<file path="config.mk">
export PLATFORM = sky130hd
export DESIGN_NAME = decode_stage
export DESIGN_NICKNAME = d
export VERILOG_FILES = /design/src/common/core_pkg.sv /design/src/source/decode_stage.sv
export SDC_FILE = /design/constraint.sdc
export NUM_CORES = 1
export LEC_CHECK = 0
export ABC_AREA = 1
export BUFFER_PORTS_ARGS = -buffer_cell sky130_fd_sc_hd__buf_2
export CORE_MARGIN = 2
export CORE_UTILIZATION = 35
export DETAILED_ROUTE_END_ITERATION = 16
export PLACE_DENSITY = 0.74
export SLEW_MARGIN = 10
export SYNTH_ARGS = -nofsm -noshare
export SYNTH_HDL_FRONTEND = slang
export SYNTH_SLANG_ARGS = --single-unit
</file>
<file path="constraint.sdc">
create_clock -name clk -period 1.05 [get_ports clk]
set_input_delay 0.21 -clock clk [delete_from_list [all_inputs] [get_ports clk]]
set_output_delay 0.21 -clock clk [all_outputs]
set_load 0.03 [all_outputs]
</file>
<file path="src/common/core_pkg.sv">
package core_pkg;

	localparam int STRAND_W = 2;
	localparam int STRAND_BASE_SHIFT = 6;	// strand s starts at s * 64
	localparam int NUM_REGS = 8;

	typedef logic [7:0] pc_t;	// word address
	typedef logic [2:0] reg_idx_t;
	typedef logic [31:0] word_t;

	typedef enum logic [3:0] {
		OP_NOP = 4'h0,
		OP_ADD = 4'h1,
		OP_SUB = 4'h2,
		OP_ADDI = 4'h3,
		OP_BNZ = 4'h4,
		OP_HALT = 4'h5
	} opcode_e;

	typedef struct packed {
		logic [3:0] op;
		reg_idx_t rd;
		reg_idx_t rs1;
		reg_idx_t rs2;
		logic [2:0] unused;
		logic [15:0] imm;
	} instr_t;

	typedef struct packed {
		logic valid;
		logic [STRAND_W-1:0] strand;
		pc_t pc;
	} issue_t;

	typedef struct packed {
		logic valid;
		logic [STRAND_W-1:0] strand;
		pc_t pc;
		opcode_e op;
		reg_idx_t rd;
		reg_idx_t rs1;
		reg_idx_t rs2;
		word_t a;
		word_t b;
		word_t imm;	// sign extended
		logic has_writeback;
	} decoded_t;

	typedef struct packed {
		logic valid;
		logic [STRAND_W-1:0] strand;
		reg_idx_t rd;
		word_t value;
	} commit_t;

	typedef struct packed {
		logic valid;
		logic [STRAND_W-1:0] strand;
		pc_t target;
	} redirect_t;

	typedef struct packed {
		logic valid;
		logic [STRAND_W-1:0] strand;
	} halt_req_t;

endpackage
</file>
<file path="src/source/decode_stage.sv">
`timescale 1ns/100ps

module decode_stage
	(input logic clk,
	input logic rst_n_i,
	input core_pkg::issue_t issue_i,
	input core_pkg::word_t idata_i,
	input logic flush_i,
	input core_pkg::word_t rf_a_i,
	input core_pkg::word_t rf_b_i,
	output core_pkg::reg_idx_t rf_sel_a_o,
	output core_pkg::reg_idx_t rf_sel_b_o,
	output logic [core_pkg::STRAND_W-1:0] rf_strand_o,
	output core_pkg::decoded_t decoded_o);

	import core_pkg::*;

	issue_t issue_q;	// fetch entry, its word arrives this cycle
	instr_t instr;
	opcode_e op;
	logic writes;

	assign instr = instr_t'(idata_i);
	assign rf_strand_o = issue_q.strand;
	assign rf_sel_a_o = instr.rs1;
	assign rf_sel_b_o = instr.rs2;

	always_comb
	begin
		case (instr.op)
			OP_ADD, OP_SUB, OP_ADDI, OP_BNZ, OP_HALT: op = opcode_e'(instr.op);
			default: op = OP_NOP;	// unknown codes retire as nop
		endcase
	end

	assign writes = op inside {OP_ADD, OP_SUB, OP_ADDI};

	always_ff @(posedge clk)
	begin
		if (!rst_n_i)
		begin
			issue_q <= '0;
			decoded_o <= '0;
		end
		else
		begin
			issue_q <= issue_i;
			decoded_o.valid <= issue_q.valid && !flush_i;
			decoded_o.strand <= issue_q.strand;
			decoded_o.pc <= issue_q.pc;
			decoded_o.op <= op;
			decoded_o.rd <= instr.rd;
			decoded_o.rs1 <= instr.rs1;
			decoded_o.rs2 <= instr.rs2;
			decoded_o.a <= rf_a_i;
			decoded_o.b <= rf_b_i;
			decoded_o.imm <= {{16{instr.imm[15]}}, instr.imm};
			decoded_o.has_writeback <= writes;
		end
	end

endmodule

</file>
# After elaboration in Yosys (flattened, before gate mapping)

Index checks and enable logic that the tools add are counted.
Widths: inputs -> output; s select.

Output and inout bits: 129
Memories: 0
Logic and storage cells: 27
Flip-flop bits (word level): 116
Bits of input ports: 110
Bits in read-only memories: 0
Latch bits: 0
Bits in writable memories: 0

Divide/modulo/power cells: 0
Reductions and logical operators: 4
Mux-type cells: 1
$mul: 0
Order comparisons: 0
Bitwise logic cells: 0
Equality and inequality tests: 8
Shift operators: 0
$add $sub $neg: 0

Operators with widths:

| operator           | number |
|---|---|
| $eq 4x2->1 const B | 4 |
| $eq 4x1->1 const B | 2 |
| $eq 4x3->1 const B | 2 |
| $reduce_or 5->1    | 1 |
| $mux 4             | 1 |
| $reduce_bool 3->1  | 1 |
| $logic_and 1x1->1  | 1 |
| $logic_not 1->1    | 1 |

# Depth between registers and ports, before layout

Gate-level depths: netlist (run 1).

Word-level depth: 5
Gate-level depth with buffers: 4

# Worst setup path after synthesis (run 1)

OpenSTA, ideal clock, no wires.

Path type: reg-to-output
Start: register decoded_o[16] (netlist name)
End: output decoded_o[17] in the netlist's numbering
Data arrival time: 0.995 ns
Stages on the path, launching flop included: 2
Path buffers: 1
Setup slack: -0.155 ns
Data required time: 0.840 ns
Path through: dfxtp_1 > buf_4

RTL lines:

| what      | RTL line           | source |
|---|---|---|
| to (decl) | decode_stage.sv:14 | `output core_pkg::decoded_t decoded_o);` |

No word-level cell between the ends.

# Final worst setup path (run 1)

Start: register decoded_o[16] (netlist name)
End: output decoded_o[22] in the netlist's numbering

No word-level cell between the ends.

==> reports/qor.yml, run 1 <==
route:
  wl_per_cell_um: 13.8
  drc: 0
  vias: 3488
  firstDrtPassIters: 5
  ant_nets: 0
  wirelength_um: 11900
  via_per_inst: 4.04
  drt_iter0_drc: 140
clocking:
  cts_tree: "done"
  cts-root-buf: "clkbuf_8"
  clk_pin_slew_ps: 60
  cts_num_sinks: 116
  cts_buffers: 17
  clock_latency_ps: 500
  clockBufferDepth: 2
  cts_max_level: 4
min_path:
  hold_class: "in -> reg"
  hold_start: "rst_n_i"
  min_to: "decoded_o[98]"
  whs_path_depth: 4
timing:
  max_freq_ghz: 0.751
  final_max_slew_viol_count: 0
  setup_ws_ps: -281
  final_hold_viol_count: 0
  skew_ps: 5.49
  finalCriticalPeriod_ps: 1330
  rsz0062_at_grt: "true"
  final-setup-viol-count: 123
  timing.final.crit_share_pct: 127
finish:
  fin_cells: 864
  area_delta_synth_final_pct: 104
  final-seq-area_mm2: 0.00246
  final_cell_mix: "inv_1 (115), nand2_1 (113), buf_2 (111), dfxtp_2 (106), buf_6 (106)"
  final_area_mm2: 0.00711
  fin_nets: 827
  n_fill_cell: 597
  layout_commonest_cell: "inv_1"
  final_layout_size_suffix_gt1_share_pct: 51.6
  multi_input_area_um2: 472
critical_path:
  cp_max_fo: 17
  worstReg2RegEnd: "decoded_o[119]"
  required_ps: 840
  r2r_cells: 3
  r2r_slack_ps: 410
  start_kind: "register"
  endpoint_kind: "output pin"
  worstReg2RegStart: "rf_strand_o[1]"
  crit_type: "reg -> out"
  crit_slowest_cell: "dfxtp_4"
  cp_slowest_stage_delay_ps: 430
  critPathArrivalTime_ps: 1120
  cp_top_family: "flip-flops"
  crit_chain: "buf_4"
  cp_num_buf_inv: 1
power:
  p_sw_mw: 3.07
  p_int_mw: 9.31
  seqPwrFrac_pct: 38.8
  p_leak_nw: 4.08
  vdd.ir_drop.worst_uv: 1110
  combPwrFrac_pct: 15.1
  sw_frac_of_total_pct: 24.8
  p_per_area_mw_per_mm2: 1740
  clkPwrFrac_pct: 46.2
global_route:
  track_usage_pct: 22.2
  grt_first_pass_wirelength_um: 18500
  grt_max_degree: 61
  overflow: 0
  antenna_found_initial: 1
  grt_pass1_vias: 3807
placed_design:
  place_inst: 725
  hpwl_um: 5740
  place_ws_ps: 182
  placed_area_mm2: 0.00461
  portBuffers: 235
  place.gp.congestion: 0.836
synth:
  ys_seq_elements: 116
  postSynthCellCount: 391
  yosysSeqAreaShare_pct: 66.6
  syn_area_mm2: 0.00349
  synth_cell_type_count: 10
  yosysWarnings: 0
  avgSynthCellArea_um2: 8.92
  synth_nets: 501
die:
  initial_utilization_pct: 35.8
  rows: 36
  die_area_mm2: 0.0108
  ios: 239
  die_h_um: 104
  core_mm2: 0.00973
  fp.dieW_um: 104
flow_run:
  cap_viol_max_count: 0
run_status:
  violations: "setup timing"
  outcome: "finished, violations left"
-- cells in the mapped netlist --
master,n,area (um^2)
nor2_1,6,22.5
o21ai_0,1,5.00
buf_2,4,20.0
nand3_1,2,10.0
nand2_1,113,424
inv_1,115,432
conb_1,1,3.75
dfxtp_1,116,2320
buf_4,32,240
nand4_1,1,6.26
-- kinds of logic (layout without fill, tap and decap cells) --
kind of cell,count (synthesis),in the layout,synth area share [%]
DFF,116,116,66.6
buffers and inverters,151,490,19.8
and+or+nand+nor,122,122,13.3
AOI/OAI and AO/OA,1,1,0.143
other,1,2,0.108
-- cell type report --
type,instances,share of cell area [%]
timing repair buffer,343,41.9
sequential,116,34.6
multi-input combinational,124,6.63
clock buffer,19,6.21
inverter,115,6.07
tap,133,2.34
clock inverter,13,2.22
antenna,1,0.0352
-- metal layers --
metal / up-vias / global-route usage [%] / share of wire (%)
li1: 1693 / - / -
met1: 1541 / 19.1 / 34
met2: 195 / 41.2 / 52
met3: 59 / 8.50 / 7.8
met4: 0 / 16.9 / 6.3
met5: - / 0 / 0
-- sequential cells by signal (all words and copies together), names as in the netlist --
register	flops
rf_strand_o	2
decoded_o	105
issue_q	9
-- worst max path at each step --
stage                  start             to  slack (ps)  cells past startpoint
3_5_place_dp   decoded_o[16]  decoded_o[21]         180                      1
4_1_cts        decoded_o[16]  decoded_o[21]        -310                      1
5_1_grt        decoded_o[16]  decoded_o[20]        -340                      1
3_3_place_gp   decoded_o[16]  decoded_o[16]         210                      1
2_1_floorplan  decoded_o[16]  decoded_o[17]          80                      1
6_report       decoded_o[16]  decoded_o[22]        -280                      1
-- power groups by stage --
stage / combinational, mW / sequential [mW] / clock, mW
after floorplan: 0.391 / 5.21 / 0
after global placement: 1.22 / 4.78 / 0
after detailed placement: 1.24 / 4.79 / 0
after CTS: 1.80 / 4.79 / 5.79
final: 1.87 / 4.80 / 5.72
after global routing: 1.96 / 4.82 / 6.06
-- tightest hold or removal path: stages --
cell and delay, ps:
buf_4 130, buf_12 170, nand2_1 80, inv_1 30
-- what timing repair did --
item | 4_1_cts | 5_1_grt
hold endpoints to repair | 105 | 0
setup buffers | 0 | 1
hold buffers | 105 | 0
setup endpoints to repair | 123 | 123
resized for setup | 336 | 0
-- metrics by stage --
step                      setup TNS [ps]  power (mW)  hold slack, ps  utilization (%)
after floorplan                        0        5.60             282                -
after global placement                 0        6.00             369             47.4
after detailed placement               0        6.02             377             47.4
after CTS                         -19220        12.4             142             73.0
after global routing              -21180        12.8             168             73.1
final                             -15720        12.4             177             73.1
(Power assumes the default switching activity.)
==> run 2: changes to the inputs <==
- clock period: 1.05 -> 1.32 ns (I/O delays scaled with it)
==> run 2 against run 1 <==
Net effect: the run still ends with setup timing left; non-clock buffer count fell by 1; worst setup slack improved by 200 ps; first-iteration DRC count shrank 15%; power shrank 25%; clock power shrank 26%; critical path depth up 1; register-to-register slack better by 390 ps; cell area down 10%; critical path type unchanged; critical endpoint is now decoded_o[18]; largest cell class unchanged.
==> reports/qor.yml, run 2 (synthesis results as in run 1) <==
run_status:
  outcome: "finished, violations left"  # unchanged
  violations: "setup timing"  # unchanged
flow_run:
  cap_viol_max_count: 0  # unchanged
timing:
  setup-tns-final_ps: -1170  # was -15720 ps
  final_max_slew_viol_count: 0  # unchanged
  final-setup-viol-count: 16  # was 123
  skew_ps: 5.33  # was 5.49 ps
  rsz0062_at_grt: "true"  # unchanged
  setup_ws_ps: -79.9  # was -281 ps
  finalCriticalPeriod_ps: 1400
  timing.final.crit_share_pct: 106
  max_freq_ghz: 0.714
  final_hold_viol_count: 0  # unchanged
die:
  fp.dieW_um: 104  # unchanged
  initial_utilization_pct: 35.8  # unchanged
  ios: 239  # unchanged
  rows: 36  # unchanged
  core_mm2: 0.00973  # unchanged
  die_h_um: 104  # unchanged
  die_area_mm2: 0.0108  # unchanged
finish:
  fin_cells: 862  # was 864
  layout_commonest_cell: "buf_2"  # was inv_1
  fin_nets: 826  # was 827
  multi_input_area_um2: 472  # unchanged
  final-seq-area_mm2: 0.00233  # was 0.00246 mm^2
  final_cell_mix: "buf_2 (207), inv_1 (115), dfxtp_1 (115), nand2_1 (113), dlygate4sd3_1 (101)"  # was inv_1 (115), nand2_1 (113), buf_2 (111), dfxtp_2 (106), buf_6 (106)
  n_fill_cell: 750  # was 597
  area_delta_synth_final_pct: 83.1  # was 104%
  final_layout_size_suffix_gt1_share_pct: 37.4  # was 51.6%
  final_core_util_pct: 65.6  # was 73.1%
  largest-register: "decoded_o"  # unchanged
  largest_reg_flops: 105  # unchanged
  antennaDiodeCount: 0  # was 1
critical_path:
  critPathArrivalTime_ps: 1140  # was 1120 ps
  crit_slowest_cell: "dfxtp_4"  # unchanged
  cp_slowest_stage_delay_ps: 370  # was 430 ps
  start_kind: "register"  # unchanged
  crit_chain: "buf_8 -> buf_6"  # was buf_4
  r2r_slack_ps: 800  # was 410 ps
  required_ps: 1060  # was 840 ps
  endpoint_kind: "output pin"  # unchanged
  cp_max_fo: 8  # was 17
  crit_type: "reg -> out"  # unchanged
power:
  p_per_area_mw_per_mm2: 1460  # was 1740 mW/mm^2
  p_sw_mw: 2.32  # was 3.07 mW
  vdd.ir_drop.worst_uv: 862  # was 1110 uV
  sw_frac_of_total_pct: 25.0  # was 24.8%
  seqPwrFrac_pct: 40.1  # was 38.8%
  clkPwrFrac_pct: 45.8  # was 46.2%
  p_leak_nw: 3.91  # was 4.08 nW
  combPwrFrac_pct: 14.1  # was 15.1%
  p_int_mw: 6.97  # was 9.31 mW
route:
  vias: 3394  # was 3488
  via_per_inst: 3.94  # was 4.04
  ant_nets: 0  # unchanged
  firstDrtPassIters: 6  # was 5
  drt_iter0_drc: 119  # was 140
  wirelength_um: 10100  # was 11900 um
  wl_per_cell_um: 11.7  # was 13.8 um
  drc: 0  # unchanged
clocking:
  cts_num_sinks: 116  # unchanged
  cts_max_level: 4  # unchanged
  cts_tree: "done"  # unchanged
  cts-root-buf: "clkbuf_8"  # unchanged
  clockBufferDepth: 2  # unchanged
  clock_latency_ps: 480  # was 500 ps
  cts_buffers: 17  # unchanged
  clk_pin_slew_ps: 50  # was 60 ps
global_route:
  grt_max_degree: 39  # was 61
  track_usage_pct: 18.5  # was 22.2%
  overflow: 0  # unchanged
  grt_pass1_vias: 3510  # was 3807
  grt_first_pass_wirelength_um: 15900  # was 18500 um
  antenna_found_initial: 0  # was 1
min_path:
  hold_class: "in -> reg"  # unchanged
placed_design:
  hpwl_um: 5840  # was 5740 um
  place.gp.congestion: 0.715  # was 0.836
  place_inst: 727  # was 725
  portBuffers: 235  # unchanged
  place_ws_ps: 267  # was 182 ps
[run 2: cell count changes in the layout (fill, tap and decap cells not counted), moves of 4 or more]
cell / change
buf_6: -93
dfxtp_1: +106
buf_8: +4
dlygate4sd3_1: -4
buf_4: -11
buf_2: +96
clkbuf_4: +6
dfxtp_2: -106
[run 2: what timing repair did]
action | in CTS | in global routing
buffers inserted | 0 | 2
hold buffers | 101 | 0
endpoints found under the setup margin | 17 | 27
endpoints found under the hold margin | 101 | 0
resized for setup | 19 | 37
[run 2: layout make-up]
cell class                 count  share of cell area [%]
multi-input combinational    124                    7.39
timing repair buffer         342                    37.9
inverter                     115                    6.76
tap                          133                    2.61
clock inverter                13                    2.12
clock buffer                  19                    6.76
sequential                   116                    36.5
[run 2: worst paths after layout]
check                         to  depth (start not counted)            from
setup / recovery   decoded_o[18]                          2   decoded_o[16]
hold / removal    decoded_o[106]                          3     idata_i[28]
setup reg to reg  decoded_o[118]                          2  rf_strand_o[0]
hold reg to reg   decoded_o[116]                          2      issue_q[6]
[run 2: metal layers]
metal	GRT usage (%)	part of all wire [%]	vias up	wire length, um
met5	0	0	-	0
met4	8.59	3.1	0	309
met3	7.43	7.0	29	713
met2	35.0	53	167	5370
met1	17.4	37	1505	3730
li1	-	-	1693	-
[run 2: power groups by stage]
stage / Clock, mW / Sequential [mW] / Combinational [mW]
after floorplan: 0 / 4.14 / 0.311
after global routing: 4.56 / 3.75 / 1.40
after global placement: 0 / 3.80 / 0.972
after CTS: 4.35 / 3.73 / 1.24
final: 4.26 / 3.73 / 1.31
after detailed placement: 0 / 3.80 / 0.990
[run 2: metrics by stage]
stage | instance area (um^2) | power, mW | hold WS, ps
after global placement | 4630 | 4.77 | 392
after global routing | 6380 | 9.70 | 23.0
after CTS | 6250 | 9.32 | 20.3
final | 6380 | 9.30 | 52.0
after floorplan | 3490 | 4.45 | 336
after detailed placement | 4630 | 4.80 | 397
[run 2: worst max-delay path, delay by kind of cell (launching register included)]
family / cells / cell delay [ps]
buffers and inverters: 2 / 280
DFF: 1 / 370
==> run 3: changes to the inputs <==
==> constraint.sdc (replaced) <==
create_clock -name clk -period 1.32 [get_ports clk]
set_input_delay 0.066 -clock clk [delete_from_list [all_inputs] [get_ports clk]]
set_output_delay 0.066 -clock clk [all_outputs]
set_load 0.03 [all_outputs]
==> run 3 against run 2 <==
Net effect: the run now ends clean; sequential share of layout area is 0.94 points lower; cell area up 2.5%; clock skew is 2.3 ps lower; combinational power hardly changed; worst hold slack improved by 240 ps; clock-buffer cell count rose by 4; global-route usage increased by 1.6 points; maximum frequency grew 12%; first-iteration DRC count rose by 14%; non-clock buffer count rose by 23; power grew 7.5%; clock power rose by 16%; critical path type is now in -> reg; highest routed layer unchanged.
==> reports/qor.yml, run 3 (synthesis results as in run 1) <==
power:
  totalPowerFinal_mw: 10.0  # was 9.30 mW
  vdd.ir_drop.worst_uv: 850  # was 862 uV
  p_per_area_mw_per_mm2: 1530  # was 1460 mW/mm^2
  p_leak_nw: 4.01  # was 3.91 nW
critical_path:
  cp_max_fo: 24  # was 8
  cpMostUsedCell: "dlygate4sd3_1"
  critPathArrivalTime_ps: 1690  # was 1140 ps
  crit_chain: "dlygate4sd3_1 -> buf_6 -> inv_1 -> nor2_1 -> dlygate4sd3_1"  # was buf_8 -> buf_6
  required_ps: 1750  # was 1060 ps
  crit_slowest_cell: "dlygate4sd3_1"  # was dfxtp_4
  start_kind: "primary input"  # was register
  cp_num_buf_inv: 4  # was 2
  endpoint_kind: "register"  # was output pin
  cp_top_family: "buffers and inverters"  # was flip-flops
  crit_type: "in -> reg"  # was reg -> out
  cp_slowest_stage_delay_ps: 580  # was 370 ps
clocking:
  clk_pin_slew_ps: 50  # about the same
  cts_max_level: 4  # unchanged
  cts_buffers: 17  # unchanged
  cts-root-buf: "clkbuf_8"  # unchanged
  cts_setup_buffers: 0  # unchanged
  cts_tree: "done"  # unchanged
  clockBufferDepth: 2  # unchanged
  cts_num_sinks: 116  # unchanged
  clock_latency_ps: 490  # was 480 ps
placed_design:
  place.gp.congestion: 0.727  # was 0.715
  place_inst: 727  # unchanged
  hpwl_um: 5820  # was 5840 um
  portBuffers: 235  # unchanged
timing:
  rsz0062_at_grt: "false"  # was true
  finalCriticalPeriod_ps: 1250  # was 1400 ps
  final_hold_viol_count: 0  # unchanged
  setup-tns-final_ps: 0  # was -1170 ps
  final_max_slew_viol_count: 0  # unchanged
  hold_ws_ps: 289  # was 52.0 ps
  final-setup-viol-count: 0  # was 16
  max_freq_ghz: 0.798  # was 0.714 GHz
  timing.final.crit_share_pct: 94.9  # was 106%
  skew_ps: 3.07  # was 5.33 ps
die:
  core_mm2: 0.00973  # unchanged
  ios: 239  # unchanged
  die_area_mm2: 0.0108  # unchanged
  initial_utilization_pct: 35.8  # unchanged
  rows: 36  # unchanged
  die_h_um: 104  # unchanged
  fp.dieW_um: 104  # unchanged
finish:
  largest_reg_flops: 105  # unchanged
  n_fill_cell: 679  # was 750
  largest-register: "decoded_o"  # unchanged
  fin_nets: 849  # was 826
  final_cell_mix: "buf_2 (234), dlygate4sd3_1 (126), inv_1 (115), dfxtp_1 (115), nand2_1 (113)"  # was buf_2 (207), inv_1 (115), dfxtp_1 (115), nand2_1 (113), dlygate4sd3_1 (101)
  area_delta_synth_final_pct: 87.7  # was 83.1%
  fin_cells: 886  # was 862
  final_layout_size_suffix_gt1_share_pct: 35.9  # was 37.4%
  layout_commonest_cell: "buf_2"  # unchanged
route:
  vias: 3504  # was 3394
  ant_nets: 0  # unchanged
  drc: 0  # unchanged
  firstDrtPassIters: 5  # was 6
  via_per_inst: 3.95  # was 3.94
  wl_per_cell_um: 12.1  # was 11.7 um
  drt_iter0_drc: 136  # was 119
  wirelength_um: 10700  # was 10100 um
global_route:
  grt_pass1_vias: 3664  # was 3510
  track_usage_pct: 20.1  # was 18.5%
  overflow: 0  # unchanged
  grt_first_pass_wirelength_um: 17000  # was 15900 um
  grt_max_degree: 38  # was 39
  antenna_found_initial: 1  # was 0
min_path:
  hold_class: "in -> reg"  # unchanged
flow_run:
  cap_viol_max_count: 0  # unchanged
run_status:
  outcome: "finished clean"  # was finished, violations left
==> run 3: layout make-up <==
type / count / area (um^2) / area share, %
Multi-Input combinational cell: 124 / 472 / 7.21
Inverter: 115 / 432 / 6.60
Tap cell: 133 / 166 / 2.54
Timing Repair Buffer: 365 / 2500 / 38.2
Sequential cell: 116 / 2320 / 35.5
Antenna cell: 1 / 2.50 / 0.0382
Clock buffer: 23 / 477 / 7.28
Clock inverter: 9 / 173 / 2.64
==> run 3: through the flow <==
stage / utilization, % / instance area (um^2) / worst slack, ps
6_report: 67.3 / 6540 / 67.4
5_1_grt: 67.3 / 6540 / 3.23
4_1_cts: 67.2 / 6540 / 64.6
3_5_place_dp: 47.5 / 4630 / 469
3_3_place_gp: 47.5 / 4630 / 489
2_1_floorplan: - / 3490 / 259
==> run 3: per-layer routing <==
metal | track usage, % | part of all wire (%) | vias to the layer above | routed length [um]
li1 | - | - | 1738 | -
met1 | 19.3 | 36 | 1553 | 3900
met2 | 37.0 | 53 | 183 | 5690
met3 | 8.06 | 7.7 | 30 | 822
met4 | 10.0 | 2.9 | 0 | 310
met5 | 0 | 0 | - | 0
==> run 3: tightest hold or removal path: cells and delay by family <==
| family | cells | cell delay (ps) |
|---|---|---|
| AND/OR/NAND/NOR | 1 | 40 |
| buffers and inverters | 3 | 640 |
==> run 3: path summary, 6_finish.rpt <==
| check | startpoint | to | slack [ps] | cells after the start |
|---|---|---|---|---|
| worst max-delay path | rst_n_i | decoded_o[107] | 70 | 5 |
| worst min-delay path | rf_a_i[25] | decoded_o[90] | 290 | 4 |
| worst max register to register | issue_q[10] | decoded_o[120] | 300 | 3 |
| worst min register to register | issue_q[2] | decoded_o[112] | 420 | 2 |
==> run 3: timing repair <==
item | in CTS | in global routing
endpoints found under the hold margin | 108 | 0
setup endpoints to repair | 17 | 1
resized for setup | 1 | 1
hold buffers | 126 | 0
==> run 3: power by group <==
part | internal [mW] | switching [mW]
Clock | 3.45 | 1.50
Combinational | 0.560 | 0.745
Sequential | 3.69 | 0.0525
